<file path="config.mk">
export PLATFORM = sky130hd
export DESIGN_NAME = data_bus_transmit
export DESIGN_NICKNAME = d
export VERILOG_FILES = /design/src/os_tx_pkg.sv /design/src/data_bus_transmit.sv /design/src/gen3_ts_gen.sv /design/src/gen4_ts_gen.sv /design/src/lane_arbiter.sv /design/src/prbs_slos_gen.sv
export SDC_FILE = /design/constraint.sdc
export NUM_CORES = 1
export LEC_CHECK = 0
export BUFFER_PORTS_ARGS = -buffer_cell sky130_fd_sc_hd__buf_2
export CAP_MARGIN = 20
export CORE_UTILIZATION = 40
export DETAILED_ROUTE_END_ITERATION = 10
export HOLD_SLACK_MARGIN = 0.06
export PLACE_DENSITY = 0.56
export SLEW_MARGIN = 40
export SYNTH_ARGS = -nofsm -noshare
export SYNTH_HDL_FRONTEND = slang
export SYNTH_SLANG_ARGS = --single-unit
</file>
<file path="constraint.sdc">
create_clock -name fsm_clk -period 3.04 [get_ports fsm_clk]
set_input_delay 0 -clock fsm_clk [delete_from_list [all_inputs] [get_ports fsm_clk]]
set_output_delay 0 -clock fsm_clk [all_outputs]
set_load 0.1 [all_outputs]
</file>
<file path="src/os_tx_pkg.sv">
// link training tx definitions
`default_nettype none

package os_tx_pkg;

	//////////////////////////////
	// widths and counts
	//////////////////////////////
	localparam int LANE_W     = 8;
	localparam int SEL_W      = 4;
	localparam int PRBS_W     = 11;
	localparam int SLOS_BYTES = 256;              // bytes per slos1
	localparam int SLOS_CNT_W = $clog2(SLOS_BYTES);

	// d_sel codes (all others idle)
	localparam logic [SEL_W-1:0] SEL_SLOS1  = 4'h0;
	localparam logic [SEL_W-1:0] SEL_G3_TS1 = 4'h2;
	localparam logic [SEL_W-1:0] SEL_G3_TS2 = 4'h3;
	localparam logic [SEL_W-1:0] SEL_G4_TS2 = 4'h5;
	localparam logic [SEL_W-1:0] SEL_G4_TS3 = 4'h6;
	localparam logic [SEL_W-1:0] SEL_G4_TS4 = 4'h7;
	localparam logic [SEL_W-1:0] SEL_DATA   = 4'h8;

	localparam logic [PRBS_W-1:0] PRBS_SEED = 11'd1;

	//////////////////////////////
	// gen3 training sets
	//////////////////////////////
	// lane 1 differs only in the lane number byte
	localparam logic [63:0] G3_TS1_LANE0 = 64'h01000000040098F2;
	localparam logic [63:0] G3_TS2_LANE0 = 64'h01000000040064F2;
	localparam logic [63:0] G3_TS1_LANE1 = 64'h01010000040098F2;
	localparam logic [63:0] G3_TS2_LANE1 = 64'h01010000040064F2;

	//////////////////////////////
	// gen4 headers
	//////////////////////////////
	localparam logic [31:0] G4_TS2_HEAD = 32'h7E04B0F0;
	localparam logic [31:0] G4_TS3_HEAD = 32'h7E0690F0;
	localparam logic [15:0] G4_TS4_ID   = 16'h7E0F;  // fixed upper half of ts4

	typedef struct packed {
		logic [15:0] os_id;
		logic [3:0]  rsvd_hi;  // zero
		logic [3:0]  index;
		logic [3:0]  index_n;  // ~index
		logic [3:0]  rsvd_lo;  // zero
	} gen4_header_s;

	// raw word goes out msb first, fields used to build ts4
	typedef union packed {
		logic [31:0]  raw;
		gen4_header_s f;
	} gen4_header_u;

endpackage

`default_nettype wire

</file>
<file path="src/data_bus_transmit.sv">
// two-lane link training transmit top
`default_nettype none

module data_bus_transmit (
	input  wire                          fsm_clk,
	input  wire                          rst,
	input  wire  [os_tx_pkg::LANE_W-1:0] transport_layer_data_in,
	input  wire  [os_tx_pkg::SEL_W-1:0]  d_sel,
	output logic [os_tx_pkg::LANE_W-1:0] lane_0_tx,
	output logic [os_tx_pkg::LANE_W-1:0] lane_1_tx,
	output logic                         os_sent,
	output logic                         tx_lanes_on
);

	// per-peer bus signals
	logic                         slos_grant;
	logic [os_tx_pkg::LANE_W-1:0] slos_byte0;
	logic [os_tx_pkg::LANE_W-1:0] slos_byte1;
	logic                         slos_byte_stb;
	logic                         slos_os_done;
	logic                         g3_grant;
	logic [os_tx_pkg::LANE_W-1:0] g3_byte0;
	logic [os_tx_pkg::LANE_W-1:0] g3_byte1;
	logic                         g3_byte_stb;
	logic                         g3_os_done;
	logic                         g4_grant;
	logic [os_tx_pkg::LANE_W-1:0] g4_byte0;
	logic [os_tx_pkg::LANE_W-1:0] g4_byte1;
	logic                         g4_byte_stb;
	logic                         g4_os_done;

	prbs_slos_gen i_prbs_slos_gen (
		.fsm_clk(fsm_clk), .rst(rst), .grant(slos_grant),
		.byte0(slos_byte0), .byte1(slos_byte1),
		.byte_stb(slos_byte_stb), .os_done(slos_os_done)
	);

	gen3_ts_gen i_gen3_ts_gen (
		.fsm_clk(fsm_clk), .rst(rst), .grant(g3_grant), .d_sel(d_sel),
		.byte0(g3_byte0), .byte1(g3_byte1),
		.byte_stb(g3_byte_stb), .os_done(g3_os_done)
	);

	gen4_ts_gen i_gen4_ts_gen (
		.fsm_clk(fsm_clk), .rst(rst), .grant(g4_grant), .d_sel(d_sel),
		.byte0(g4_byte0), .byte1(g4_byte1),
		.byte_stb(g4_byte_stb), .os_done(g4_os_done)
	);

	lane_arbiter i_lane_arbiter (
		.fsm_clk(fsm_clk), .rst(rst), .d_sel(d_sel),
		.transport_layer_data_in(transport_layer_data_in),
		.slos_grant(slos_grant), .slos_byte0(slos_byte0), .slos_byte1(slos_byte1),
		.slos_byte_stb(slos_byte_stb), .slos_os_done(slos_os_done),
		.g3_grant(g3_grant), .g3_byte0(g3_byte0), .g3_byte1(g3_byte1),
		.g3_byte_stb(g3_byte_stb), .g3_os_done(g3_os_done),
		.g4_grant(g4_grant), .g4_byte0(g4_byte0), .g4_byte1(g4_byte1),
		.g4_byte_stb(g4_byte_stb), .g4_os_done(g4_os_done),
		.lane_0_tx(lane_0_tx), .lane_1_tx(lane_1_tx),
		.os_sent(os_sent), .tx_lanes_on(tx_lanes_on)
	);

endmodule

`default_nettype wire

</file>
<file path="src/gen3_ts_gen.sv">
// gen3 ts1/ts2 serializer
`default_nettype none

module gen3_ts_gen (
	input  wire                          fsm_clk,
	input  wire                          rst,
	input  wire                          grant,
	input  wire  [os_tx_pkg::SEL_W-1:0]  d_sel,
	output logic [os_tx_pkg::LANE_W-1:0] byte0,
	output logic [os_tx_pkg::LANE_W-1:0] byte1,
	output logic                         byte_stb,
	output logic                         os_done
);

	logic [5:0]  bit_idx;   // counts down, msb first
	logic [63:0] ts_lane0;
	logic [63:0] ts_lane1;

	assign ts_lane0 = (d_sel == os_tx_pkg::SEL_G3_TS2) ? os_tx_pkg::G3_TS2_LANE0
		: os_tx_pkg::G3_TS1_LANE0;
	assign ts_lane1 = (d_sel == os_tx_pkg::SEL_G3_TS2) ? os_tx_pkg::G3_TS2_LANE1
		: os_tx_pkg::G3_TS1_LANE1;

	// byte0/byte1 are the shift registers themselves
	always_ff @(posedge fsm_clk or negedge rst) begin
		if (!rst) begin
			bit_idx  <= 6'd63;
			byte0    <= '0;
			byte1    <= '0;
			byte_stb <= 1'b0;
			os_done  <= 1'b0;
		end else if (!grant) begin
			bit_idx  <= 6'd63;
			byte0    <= '0;
			byte1    <= '0;
			byte_stb <= 1'b0;
			os_done  <= 1'b0;
		end else begin
			byte0    <= {byte0[os_tx_pkg::LANE_W-2:0], ts_lane0[bit_idx]};
			byte1    <= {byte1[os_tx_pkg::LANE_W-2:0], ts_lane1[bit_idx]};
			bit_idx  <= bit_idx - 6'd1;            // 0 wraps to 63
			byte_stb <= (bit_idx[2:0] == 3'd0);   // eighth bit of a byte
			os_done  <= (bit_idx == 6'd0);
		end
	end

endmodule

`default_nettype wire

</file>
<file path="src/gen4_ts_gen.sv">
// gen4 ts2/ts3/ts4 header serializer
`default_nettype none

module gen4_ts_gen (
	input  wire                          fsm_clk,
	input  wire                          rst,
	input  wire                          grant,
	input  wire  [os_tx_pkg::SEL_W-1:0]  d_sel,
	output logic [os_tx_pkg::LANE_W-1:0] byte0,
	output logic [os_tx_pkg::LANE_W-1:0] byte1,
	output logic                         byte_stb,
	output logic                         os_done
);

	os_tx_pkg::gen4_header_u      hdr;
	logic [4:0]                   bit_idx;  // 31 down to 0
	logic [3:0]                   ts4_idx;  // 1..15
	logic [os_tx_pkg::LANE_W-1:0] sr;
	logic                         ts4_sel;

	assign ts4_sel = (d_sel == os_tx_pkg::SEL_G4_TS4);

	//////////////////////////////
	// header select
	//////////////////////////////
	always_comb begin
		hdr.raw = os_tx_pkg::G4_TS2_HEAD;
		if (d_sel == os_tx_pkg::SEL_G4_TS3) begin
			hdr.raw = os_tx_pkg::G4_TS3_HEAD;
		end else if (ts4_sel) begin
			hdr.f.os_id   = os_tx_pkg::G4_TS4_ID;
			hdr.f.rsvd_hi = 4'h0;
			hdr.f.index   = ts4_idx;
			hdr.f.index_n = ~ts4_idx;
			hdr.f.rsvd_lo = 4'h0;
		end
	end

	//////////////////////////////
	// serializer
	//////////////////////////////
	always_ff @(posedge fsm_clk or negedge rst) begin
		if (!rst) begin
			bit_idx  <= 5'd31;
			sr       <= '0;
			byte_stb <= 1'b0;
			os_done  <= 1'b0;
		end else if (!grant) begin
			bit_idx  <= 5'd31;
			sr       <= '0;
			byte_stb <= 1'b0;
			os_done  <= 1'b0;
		end else begin
			sr       <= {sr[os_tx_pkg::LANE_W-2:0], hdr.raw[bit_idx]};
			bit_idx  <= bit_idx - 5'd1;
			byte_stb <= (bit_idx[2:0] == 3'd0);
			os_done  <= (bit_idx == 5'd0);
		end
	end

	// ts4 index steps once per header, held steady inside a header
	always_ff @(posedge fsm_clk or negedge rst) begin
		if (!rst)
			ts4_idx <= 4'd1;
		else if (!grant || !ts4_sel)
			ts4_idx <= 4'd1;  // restart on next ts4 run
		else if (bit_idx == 5'd0)
			ts4_idx <= (ts4_idx == 4'd15) ? 4'd1 : ts4_idx + 4'd1;
	end

	assign byte0 = sr;
	assign byte1 = sr;

	a_ts4_idx_nonzero: assert property (@(posedge fsm_clk) disable iff (!rst) ts4_idx != 4'd0)
		else $error("gen4_ts_gen: ts4 index reached zero");

endmodule

`default_nettype wire

</file>
<file path="src/lane_arbiter.sv">
// lane bus arbiter and output registers
`default_nettype none

module lane_arbiter (
	input  wire                          fsm_clk,
	input  wire                          rst,
	input  wire  [os_tx_pkg::SEL_W-1:0]  d_sel,
	input  wire  [os_tx_pkg::LANE_W-1:0] transport_layer_data_in,
	output logic                         slos_grant,
	input  wire  [os_tx_pkg::LANE_W-1:0] slos_byte0,
	input  wire  [os_tx_pkg::LANE_W-1:0] slos_byte1,
	input  wire                          slos_byte_stb,
	input  wire                          slos_os_done,
	output logic                         g3_grant,
	input  wire  [os_tx_pkg::LANE_W-1:0] g3_byte0,
	input  wire  [os_tx_pkg::LANE_W-1:0] g3_byte1,
	input  wire                          g3_byte_stb,
	input  wire                          g3_os_done,
	output logic                         g4_grant,
	input  wire  [os_tx_pkg::LANE_W-1:0] g4_byte0,
	input  wire  [os_tx_pkg::LANE_W-1:0] g4_byte1,
	input  wire                          g4_byte_stb,
	input  wire                          g4_os_done,
	output logic [os_tx_pkg::LANE_W-1:0] lane_0_tx,
	output logic [os_tx_pkg::LANE_W-1:0] lane_1_tx,
	output logic                         os_sent,
	output logic                         tx_lanes_on
);

	logic [os_tx_pkg::LANE_W-1:0] pick_byte0;
	logic [os_tx_pkg::LANE_W-1:0] pick_byte1;
	logic                         pick_stb;
	logic                         pick_done;
	logic                         os_granted;

	// grant decode
	assign slos_grant = (d_sel == os_tx_pkg::SEL_SLOS1);
	assign g3_grant   = (d_sel == os_tx_pkg::SEL_G3_TS1) || (d_sel == os_tx_pkg::SEL_G3_TS2);
	assign g4_grant   = (d_sel == os_tx_pkg::SEL_G4_TS2) || (d_sel == os_tx_pkg::SEL_G4_TS3) ||
		(d_sel == os_tx_pkg::SEL_G4_TS4);
	assign os_granted = slos_grant | g3_grant | g4_grant;

	// mux from the granted peer
	always_comb begin
		pick_byte0 = slos_byte0;
		pick_byte1 = slos_byte1;
		pick_stb   = slos_byte_stb;
		pick_done  = slos_os_done;
		if (g3_grant) begin
			pick_byte0 = g3_byte0;
			pick_byte1 = g3_byte1;
			pick_stb   = g3_byte_stb;
			pick_done  = g3_os_done;
		end else if (g4_grant) begin
			pick_byte0 = g4_byte0;
			pick_byte1 = g4_byte1;
			pick_stb   = g4_byte_stb;
			pick_done  = g4_os_done;
		end
	end

	//////////////////////////////
	// lane registers
	//////////////////////////////
	always_ff @(posedge fsm_clk or negedge rst) begin
		if (!rst) begin
			lane_0_tx   <= '0;
			lane_1_tx   <= '0;
			os_sent     <= 1'b0;
			tx_lanes_on <= 1'b0;
		end else if (os_granted) begin
			if (pick_stb) begin  // lanes hold between strobes
				lane_0_tx   <= pick_byte0;
				lane_1_tx   <= pick_byte1;
				tx_lanes_on <= 1'b1;
			end
			os_sent <= pick_stb & pick_done;
		end else if (d_sel == os_tx_pkg::SEL_DATA) begin
			lane_0_tx   <= transport_layer_data_in;
			lane_1_tx   <= '0;
			os_sent     <= 1'b0;
			tx_lanes_on <= 1'b1;
		end else begin  // idle
			lane_0_tx   <= '0;
			lane_1_tx   <= '0;
			os_sent     <= 1'b0;
			tx_lanes_on <= 1'b0;
		end
	end

	a_one_grant: assert property (@(posedge fsm_clk) disable iff (!rst)
		$onehot0({slos_grant, g3_grant, g4_grant}))
		else $error("lane_arbiter: more than one peer granted");

	a_sent_granted: assert property (@(posedge fsm_clk) disable iff (!rst)
		$rose(os_sent) |-> $past(os_granted))
		else $error("lane_arbiter: os_sent rose without an ordered-set peer");

endmodule

`default_nettype wire

</file>
<file path="src/prbs_slos_gen.sv">
// slos1 prbs11 byte generator
`default_nettype none

module prbs_slos_gen (
	input  wire                          fsm_clk,
	input  wire                          rst,
	input  wire                          grant,
	output logic [os_tx_pkg::LANE_W-1:0] byte0,
	output logic [os_tx_pkg::LANE_W-1:0] byte1,
	output logic                         byte_stb,
	output logic                         os_done
);

	logic [os_tx_pkg::PRBS_W-1:0]     prbs;
	logic [os_tx_pkg::LANE_W-1:0]     sr;        // bit to byte packer
	logic [2:0]                       bit_cnt;
	logic [os_tx_pkg::SLOS_CNT_W-1:0] byte_cnt;
	logic                             last_bit;

	// final bit of the final byte of one slos1
	assign last_bit = (bit_cnt == 3'd7) &&
		(byte_cnt == os_tx_pkg::SLOS_CNT_W'(os_tx_pkg::SLOS_BYTES - 1));

	always_ff @(posedge fsm_clk or negedge rst) begin
		if (!rst) begin
			prbs     <= os_tx_pkg::PRBS_SEED;
			sr       <= '0;
			bit_cnt  <= '0;
			byte_cnt <= '0;
			byte_stb <= 1'b0;
			os_done  <= 1'b0;
		end else if (!grant) begin  // back to start state
			prbs     <= os_tx_pkg::PRBS_SEED;
			sr       <= '0;
			bit_cnt  <= '0;
			byte_cnt <= '0;
			byte_stb <= 1'b0;
			os_done  <= 1'b0;
		end else begin
			sr      <= {sr[os_tx_pkg::LANE_W-2:0], prbs[0]};  // bit 0 out first, lands in msb
			bit_cnt <= bit_cnt + 3'd1;
			if (last_bit)
				prbs <= os_tx_pkg::PRBS_SEED;  // next slos1 starts from seed
			else
				prbs <= {prbs[os_tx_pkg::PRBS_W-2:0], prbs[10] ^ prbs[8]};
			if (bit_cnt == 3'd7)
				byte_cnt <= byte_cnt + os_tx_pkg::SLOS_CNT_W'(1);
			byte_stb <= (bit_cnt == 3'd7);
			os_done  <= last_bit;
		end
	end

	// same byte on both lanes
	assign byte0 = sr;
	assign byte1 = sr;

	// a zero state would lock the lfsr up
	a_prbs_nonzero: assert property (@(posedge fsm_clk) disable iff (!rst) prbs != '0)
		else $error("prbs_slos_gen: prbs register all zeros");

endmodule

`default_nettype wire

</file>
**Yosys cells after proc, flatten, opt, wreduce, memory -nomap -nowiden**

Cells that the tools add are included.

- Add/subtract/negate cells: 5
- Multiply operators: 0
- Div/mod/pow operators: 0
- Magnitude comparators: 2
- Equality and inequality tests: 11
- Shifts and indexed selects: 0
- Mux-type cells: 46
- Bitwise gates (word level): 5
- Reductions and logical operators: 13

Operators by type and width:

| cell | count |
|---|---|
| 8-bit 2-to-1 mux | 14 |
| 20-bit 2-to-1 mux | 2 |
| 16-bit 2-to-1 mux | 2 |
| 11-bit 2-to-1 mux | 2 |
| 1-bit 2-to-1 mux | 17 |
| 1-bit binary-select mux with 6-bit select | 2 |
| 4-bit by 3-bit equality test with 1-bit output, second input constant | 3 |
| 4-bit 2-to-1 mux | 3 |
| 8-bit by 1-bit adder with 8-bit output, second input constant | 1 |
| 4-bit by 2-bit equality test with 1-bit output, second input constant | 2 |
| 4-bit equality test, second input constant | 2 |
| 8-bit equality test, second input constant | 1 |
| 6-bit by 7-bit less-than comparator with 1-bit output, second input constant | 1 |
| 3-bit logical NOT | 2 |
| 6-bit logical NOT | 1 |
| 5-bit by 6-bit less-than comparator with 1-bit output, second input constant | 1 |
| 6-bit 2-to-1 mux | 1 |
| 6-bit by 1-bit subtractor with 6-bit output, second input constant | 1 |
| 1-bit binary-select mux with 5-bit select | 1 |
| 5-bit logical NOT | 1 |
| 5-bit 2-to-1 mux | 1 |
| 5-bit by 1-bit subtractor with 5-bit output, second input constant | 1 |
| 4-bit by 1-bit adder with 4-bit output, second input constant | 1 |
| 4-bit logical NOT | 1 |
| 13 further kinds | 18 |

- Register bits: 93
- Latch bits: 0
- RAM bits: 0
- Memory bits (read-only): 0
- Input bits: 14
- Output and inout port bits: 18
- Word-level logic and storage cells: 102
- Memories: 0

**Logic depth before layout (Yosys ltp)**

Gate-level depths: netlist of run 1.

- Depth after elaboration: 7
- Depth in mapped cells: 8
- Gate-level depth less buffers: 7

**Modules after synthesis**

Synthesis of run 1 repeated with hierarchy kept, for this count alone.

- Cells, all modules: 386
- Area, all modules: 4,439.3 um2

Modules (own cells, without submodules):

| module | instances | cells an instance | area each (um2) | seq. area each (um2) |
|---|---|---|---|---|
| lane_arbiter | 1 | 117 | 1,267.5 | 450.4 |
| prbs_slos_gen | 1 | 101 | 1,265.0 | 802.0 |
| gen3_ts_gen | 1 | 78 | 963.4 | 608.1 |
| gen4_ts_gen | 1 | 90 | 943.4 | 483.0 |

**Worst setup path after synthesis of run 1**

Ideal clock, no wire load.

- Kind: flip-flop to flip-flop
- From: register i_gen4_ts_gen.bit_idx[1]
- To: register i_gen4_ts_gen.ts4_idx[3]
- Library setup time: 0.077 ns
- Data arrival time: 1.552 ns
- Data required time: 2.963 ns
- Setup slack: 1.411 ns
- Stages on the path, launching flop included: 7
- Path buffers: 0
- Period minus slack after synthesis: 1.629 ns
- Cells stage by stage: dfstp_2 inv_1 ha_1 nor4b_2 nand2_1 or3_1 a21oi_1

- Cells in the longest elaborated chain, start to end: 2

Ends and longest elaborated chain:

| what | line | source |
|---|---|---|
| from (decl) | gen4_ts_gen.sv:16 | `logic [4:0] bit_idx;` |
| from (signal assigned) | gen4_ts_gen.sv:55 | `bit_idx <= bit_idx - 5'd1;` |
| 5-bit logical NOT | gen4_ts_gen.sv:67 | `else if (bit_idx == 5'd0)` |
| 2-bit nonzero test (no source line) | - |  |
| to (signal assigned) | gen4_ts_gen.sv:68 | `ts4_idx <= (ts4_idx == 4'd15) ? 4'd1 : ts4_idx + 4'd1;` |
| to (decl) | gen4_ts_gen.sv:17 | `logic [3:0] ts4_idx;` |

No other way between the ends.
A chain may end at the register's enable or synchronous reset.

**Final worst setup path of run 1**

- From: input port d_sel[1] in the netlist's numbering
- To: register i_lane_arbiter.lane_0_tx[0] in the netlist's numbering

- Cells in the longest elaborated chain, start to end: 7
- Elaborated cells on any way between the ends: 20
- Classes of those cells: eq/ne (7); mux (7); bitwise (2); reduce/logical (4)

Ends and longest elaborated chain:

| what | line | source |
|---|---|---|
| from (decl) | data_bus_transmit.sv:8 | `input wire [os_tx_pkg::SEL_W-1:0] d_sel,` |
| 4-bit by 3-bit equality test with 1-bit output | lane_arbiter.sv:39 | `assign g4_grant = (d_sel == os_tx_pkg::SEL_G4_TS2) \|\| (d_sel == os_tx_pkg::SEL_G4_TS3) \|\|` |
| 1-bit logical OR (2 in a row) | lane_arbiter.sv:39 |  |
| 8-bit 2-to-1 mux | lane_arbiter.sv:54 | `end else if (g4_grant) begin` |
| 8-bit 2-to-1 mux | lane_arbiter.sv:49 | `if (g3_grant) begin` |
| 8-bit 2-to-1 mux | lane_arbiter.sv:72 | `if (pick_stb) begin` |
| 8-bit 2-to-1 mux | lane_arbiter.sv:71 | `end else if (os_granted) begin` |
| to (signal assigned) | lane_arbiter.sv:73 | `lane_0_tx <= pick_byte0;` |
| to (signal assigned) | lane_arbiter.sv:79 | `lane_0_tx <= transport_layer_data_in;` |
| to (decl) | lane_arbiter.sv:24 | `output logic [os_tx_pkg::LANE_W-1:0] lane_0_tx,` |

Several ways; a longest one is shown, not always the timed one. The select of a mux whose other input is x is not followed.

==> flow_summary_export.csv, run 1 <==
group,metric,value,unit
setup_path,worst_ep_required_time,3.29,ns
sta,fin_skew,0.01552,ns
die,rows,35,
route,avgViaCountPerCell,4.902,
grt,antenna_found_initial,0,
grt,grt_overflow,0,
logic_synthesis,ys_seq_elements,93,
setup_path,crit_fanout,27,
sta,post-route-min-period,2.134,ns
hold_path,whs_path_depth,4,
logic_synthesis,synthTopCellsByArea,"dfrtp_1, dfstp_2, nand2_1",
logic_synthesis,yosysWarnings,0,
clocking,clk_latency,0.37,ns
power_and_ir_drop,vdd_drop_max,0.2768,mV
route,drt_iter0_drc,82,
layout,layout.nets,434,
logic_synthesis,synth_top_flop_cell,"dfrtp_1",
clocking,cts.repair.resized,0,
placement,io_buffers,31,
route,remaining_drc_errors,0,
sta,setup_tns,0,ns
die,top_level_ports,32,
job,maxCapViolations,0,
setup_path,crit_path_end_kind,"flop",
logic_synthesis,synth_common_cells,"dfrtp_1, nand2_1, nor2_1",
layout,antennaDiodeCount,0,
route,dr.pass1.iters,4,
grt,groute.usage.overall,16.83,%
layout,areaGrowthSynthToFinish,16.63,%
placement,place_congestion,0.7630,
logic_synthesis,ys_types,44,
grt,grt_max_degree,76,
die,dieArea,0.01025,mm²
route,vias,2657,
sta,finalCritPeriodShare,70.20,%
status,outcome,"complete, no violations",
clocking,cts.sinks,93,
clocking,cts_root_buf,"clkbuf_8",
sta,final-hold-violation-count,0,
sta,setup_viol,0,
die,die_w,101.3,µm
sta,slew-limit-headroom,45.91,%
die,die_height,101.3,µm
layout,final_cell_area,0.004597,mm²
clocking,clkTransAtPathRegs,0.08,ns
grt,grt_pass1_vias,2610,
route,ant_nets,0,
clocking,post-cts-setup-buffers,0,
sta,slew_viol_final,0,
clocking,cts_buffers,9,
clocking,tritoncts,"built",
power_and_ir_drop,powerDensity,503.3,mW/mm²
hold_path,min_path_type,"in -> reg",
sta,worst-slew-pin-transition,0.8046,ns
logic_synthesis,synth_most_common_cell,"dfrtp_1",
placement,placed_area,0.004267,mm²
route,wl,7.729,mm
logic_synthesis,yosysSeqAreaShare,59.46,%
setup_path,arrival,2.39,ns
setup_path,crit_type,"in -> reg",
layout,layout-drive-gt1-share,18.16,%
logic_synthesis,avgSynthCellArea,10.89,µm²
grt,grt_pass1_wl,12.97,mm
power_and_ir_drop,cellLeakagePower,2.356,nW
route,wl_per_cell,14.26,µm
sta,fmax,468.6,MHz
logic_synthesis,synthesis.area,0.003941,mm²
die,start_util,42.06,%
setup_path,cp-start-kind,"input port",
clocking,h-tree-depth,3,
logic_synthesis,synth_top_area_cell,"dfrtp_1",
sta,rsz0062_at_grt,"no",
logic_synthesis,synth_edf_count,0,
die,core_area,0.009371,mm²
logic_synthesis,syn_inst,362,
setup_path,reg2reg_depth,7,
placement,dp_hpwl,5.127,mm
clocking,clk_path_buf_depth,2,
logic_synthesis,synthesis.nets,387,
logic_synthesis,synth_top_area_share,50.79,%
logic_synthesis,synthArstFlopShare,100.0,%
==> cell type report <==
| class | instances | area [µm²] |
|---|---|---|
| fill | 897 | 4775 |
| sequential | 93 | 2344 |
| multi-input combinational | 237 | 1469 |
| timing repair buffer | 51 | 339.1 |
| tap | 129 | 161.4 |
| clock buffer | 9 | 123.9 |
| clock inverter | 6 | 96.34 |
| inverter | 17 | 63.81 |
==> path summary, 6_finish.rpt <==
| path | end | slack (ns) | start |
|---|---|---|---|
| min in group asynchronous | i_gen4_ts_gen.ts4_idx[3]$_DFFE_PN0P_ | 0.21 | rst |
| min reg2reg | i_prbs_slos_gen.bit_cnt[0]$_DFF_PN0_ | 0.45 | i_prbs_slos_gen.bit_cnt[0]$_DFF_PN0_ |
| max | i_lane_arbiter.lane_0_tx[0]$_DFFE_PN0P_ | 0.91 | d_sel[1] |
| max in group asynchronous | i_prbs_slos_gen.byte0[7]$_DFF_PN0_ | 2.22 | rst |
| min | i_lane_arbiter.lane_0_tx[0]$_DFFE_PN0P_ | 0.08 | transport_layer_data_in[0] |
| max reg2reg | i_prbs_slos_gen.prbs[6]$_DFF_PN0_ | 1.19 | i_prbs_slos_gen.bit_cnt[0]$_DFF_PN0_ |
==> worst max-delay path, cell delays in order <==
cell	delay, ns
dlygate4sd3_1	0.53
buf_2	0.27
nor2_1	0.13
or3_1	0.53
o221ai_4	0.65
a31oi_1	0.09
a21o_1	0.18
==> metal layers <==
layer,GRT usage [%],share of wire (%),vias to the layer above,wire [µm]
li1,-,-,1319,-
met1,23.31,49,1280,3793
met2,25.27,45,44,3512
met3,3.796,3.4,14,266
met4,7.692,2.0,0,157
met5,0,0,-,0
==> state kept, by name, summed over array words and instances (netlist names), 5 cells and up <==
signal and cells:
i_prbs_slos_gen.prbs 11, i_gen3_ts_gen.byte0 8, i_gen3_ts_gen.byte1 8, i_gen4_ts_gen.byte0 8
i_lane_arbiter.lane_0_tx 8, i_lane_arbiter.lane_1_tx 8, i_prbs_slos_gen.byte0 8, i_prbs_slos_gen.byte_cnt 8
i_gen3_ts_gen.bit_idx 6, i_gen4_ts_gen.bit_idx 5
==> per-stage QoR <==
stage / setup slack, ns / power, mW / utilization [%] / cells / hold WS [ns]
after floorplan: 1.411 / 1.349 / - / 362 / -0.2956
after global placement: 1.127 / 1.405 / 45.49 / 516 / 0.1981
after detailed placement: 1.016 / 1.408 / 45.53 / 516 / 0.06638
after CTS: 0.8892 / 2.345 / 49.05 / 542 / 0.06683
after global routing: 0.7455 / 2.406 / 49.05 / 542 / 0.09246
final: 0.9059 / 2.313 / 49.05 / 542 / 0.08283
==> power by group <==
part	switching [mW]	internal [mW]	total, mW
logic	0.100	0.0400	0.140
clock network	0.453	0.469	0.922
registers	0.00544	1.25	1.25
==> placed cells by master, fill, tap and decap left out, types with 2 or more instances in the layout <==
cell,instances
or2_2,2
nor4b_2,2
dlygate4sd3_1,11
bufinv_16,2
and2_1,25
nand3_1,6
buf_2,30
nor3_1,5
nor2b_1,3
ha_1,11
o21ai_0,12
a21oi_1,16
xnor2_1,8
dfstp_2,13
nor2_1,26
xor2_1,6
nand4_1,4
a21o_1,5
nand3b_1,2
clkbuf_8,9
inv_1,17
buf_4,9
and3_1,14
o22ai_1,3
nand2_1,49
a22o_1,6
dfrtp_1,80
mux2i_1,3
or3_1,3
a2111oi_0,2
a31oi_1,11
==> timing repair <==
action                                 4_1_cts  5_1_grt
setup endpoints to repair                    0        0
hold buffers                                11        0
endpoints found under the hold margin       84        0
==> cell families after synthesis <==
family / share of synthesized area (%)
DFF: 59.46
buffers and inverters: 3.429
and+or+nand+nor: 18.70
adders and majority gates: 3.492
AOI/OAI and AO/OA: 10.48
muxes: 1.333
xor gates and xnor gates: 3.111
(Power assumes the default switching activity.)
==> inputs of run 2 (changes only) <==
--- a/config.mk
+++ b/config.mk
@@ -10,7 +10,7 @@
 export CORE_UTILIZATION = 40
 export DETAILED_ROUTE_END_ITERATION = 10
 export HOLD_SLACK_MARGIN = 0.06
-export PLACE_DENSITY = 0.56
+export PLACE_DENSITY = 0.58
 export SLEW_MARGIN = 40
 export SYNTH_ARGS = -nofsm -noshare
 export SYNTH_HDL_FRONTEND = slang
==> constraint.sdc (replaced) <==
create_clock -name fsm_clk -period 1.77 [get_ports fsm_clk]
set_input_delay 0 -clock fsm_clk [delete_from_list [all_inputs] [get_ports fsm_clk]]
set_output_delay 0 -clock fsm_clk [all_outputs]
set_load 0.1 [all_outputs]
==> run 2 against run 1 <==
  * Worst setup slack got worse by 0.82 ns
  * Sequential share of layout area decreased by 1.4 points
  * Worst hold slack lost 0.015 ns
  * Die area did not move
  * Global-route usage is 0.66 points higher
  * Utilization grew 1.3 points
  * Routed wire length increased by 3.1%
  * Non-clock buffer count grew 11
==> flow_summary_export.csv, run 2 (same netlist as run 1, synthesis figures left out) <==
group,metric,value,unit
status,outcome,"complete, no violations",
layout,largest_reg_flops,11,
grt,grt_pass1_vias,2736,
clocking,cts_buffers,9,
clocking,clkTransAtPathRegs,0.10,ns
clocking,clk_path_buf_depth,2,
job,maxCapViolations,0,
power_and_ir_drop,cellLeakagePower,2.428,nW
placement,placed_area,0.004363,mm²
sta,fmax,593.8,MHz
sta,finalCritPeriodShare,95.15,%
setup_path,crit_type,"in -> reg",
setup_path,cp-start-kind,"input port",
route,drt_iter0_drc,72,
die,rows,35,
layout,layout.nets,445,
sta,setup_tns,0,ns
grt,groute.usage.overall,17.49,%
layout,areaGrowthSynthToFinish,19.81,%
route,avgViaCountPerCell,4.946,
sta,slew-limit-headroom,50.82,%
clocking,h-tree-depth,3,
placement,io_buffers,31,
clocking,cts_root_buf,"clkbuf_8",
setup_path,arrival,1.94,ns
route,dr.pass1.iters,4,
grt,grt_max_degree,42,
clocking,tritoncts,"built",
sta,setup_viol,0,
placement,place_congestion,0.8388,
sta,worst-slew-pin-transition,0.7328,ns
placement,dp_hpwl,5.451,mm
route,wl,7.972,mm
layout,layout-drive-gt1-share,21.18,%
clocking,cts.sinks,93,
die,core_area,0.009371,mm²
sta,final-hold-violation-count,0,
route,vias,2740,
grt,grt_pass1_wl,13.55,mm
clocking,clk_latency,0.37,ns
route,wl_per_cell,14.39,µm
die,top_level_ports,32,
grt,grt_overflow,0,
layout,top_register,"i_prbs_slos_gen.prbs",
die,start_util,42.06,%
layout,antennaDiodeCount,0,
die,die_w,101.3,µm
die,die_height,101.3,µm
grt,antenna_found_initial,0,
route,ant_nets,0,
layout,mostFrequentLayoutCells,"dfrtp_1, nand2_1, buf_2",
layout,final_cell_area,0.004722,mm²
setup_path,crit_path_end_kind,"flop",
setup_path,worst_ep_required_time,2.02,ns
setup_path,crit_fanout,7,
sta,slew_viol_final,0,
power_and_ir_drop,vdd_drop_max,0.3587,mV
power_and_ir_drop,powerDensity,830.9,mW/mm²
layout,layout_commonest_cell,"dfrtp_1",
die,dieArea,0.01025,mm²
hold_path,min_path_type,"in -> reg",
route,remaining_drc_errors,0,
sta,rsz0062_at_grt,"no",
sta,fin_skew,0.01287,ns
sta,post-route-min-period,1.684,ns
## run 2: area by class of cell
type                       instances  area, µm²
timing repair buffer              62      442.9
clock inverter                     6      75.07
multi-input combinational        237       1498
fill                             900       4649
sequential                        93       2344
clock buffer                      10      137.6
inverter                          17      63.81
tap                              129      161.4
## run 2: through the flow
step	utilization, %	total power [mW]	hold WS [ns]	cells	worst slack, ns
after floorplan	-	2.317	-0.2956	362	0.1408
after global placement	46.56	2.438	0.01528	526	0.1617
after detailed placement	46.56	2.442	0.02156	526	0.07792
after CTS	50.00	3.985	0.06973	553	0.05401
after global routing	50.39	4.105	0.08944	554	0.006353
final	50.39	3.923	0.06807	554	0.08592
## run 2: path summary, 6_finish.rpt
check                                                startpoint                                      end  slack, ns  depth (start not counted)
max                                                    d_sel[0]  i_lane_arbiter.lane_0_tx[3]$_DFFE_PN0P_       0.09                          8
min reg2reg                i_prbs_slos_gen.bit_cnt[0]$_DFF_PN0_     i_prbs_slos_gen.bit_cnt[0]$_DFF_PN0_       0.45                          1
min in group asynchronous                                   rst  i_lane_arbiter.lane_0_tx[3]$_DFFE_PN0P_       0.15                          2
min                                                    d_sel[2]     i_gen4_ts_gen.ts4_idx[0]$_DFFE_PN1P_       0.07                          4
max in group asynchronous                                   rst       i_gen3_ts_gen.bit_idx[5]$_DFF_PN1_       0.98                          3
max reg2reg                  i_gen4_ts_gen.bit_idx[0]$_DFF_PN1_     i_gen4_ts_gen.ts4_idx[2]$_DFFE_PN0P_       0.10                          8
## run 2: worst max-delay path: stages
cell and delay, ns:
dlygate4sd3_1 0.53, buf_2 0.18, nor2_1 0.25, nor3_1 0.11
buf_4 0.18, and2_1 0.18, a2111oi_0 0.38, o21ai_0 0.13
## run 2: routing by layer
| metal | GRT usage [%] | part of all wire [%] | routed length (µm) | up-vias |
|---|---|---|---|---|
| li1 | - | - | - | 1345 |
| met1 | 23.32 | 49 | 3938 | 1346 |
| met2 | 27.68 | 46 | 3628 | 41 |
| met3 | 4.555 | 3.9 | 311 | 8 |
| met4 | 6.243 | 1.2 | 94 | 0 |
| met5 | 0 | 0 | 0 | - |
## run 2: power by group
part | switching (mW) | internal (mW) | leakage (nW)
Sequential | 0.00875 | 2.14 | 1.25
Clock | 0.795 | 0.714 | 0.105
Combinational | 0.179 | 0.0879 | 1.07
## run 2: repair_timing
item                                    in CTS  in global routing
endpoints found under the setup margin       0                 10
setup buffers                                0                  1
endpoints found under the hold margin       83                  0
hold buffers                                11                  0
gates resized for setup                      0                  5
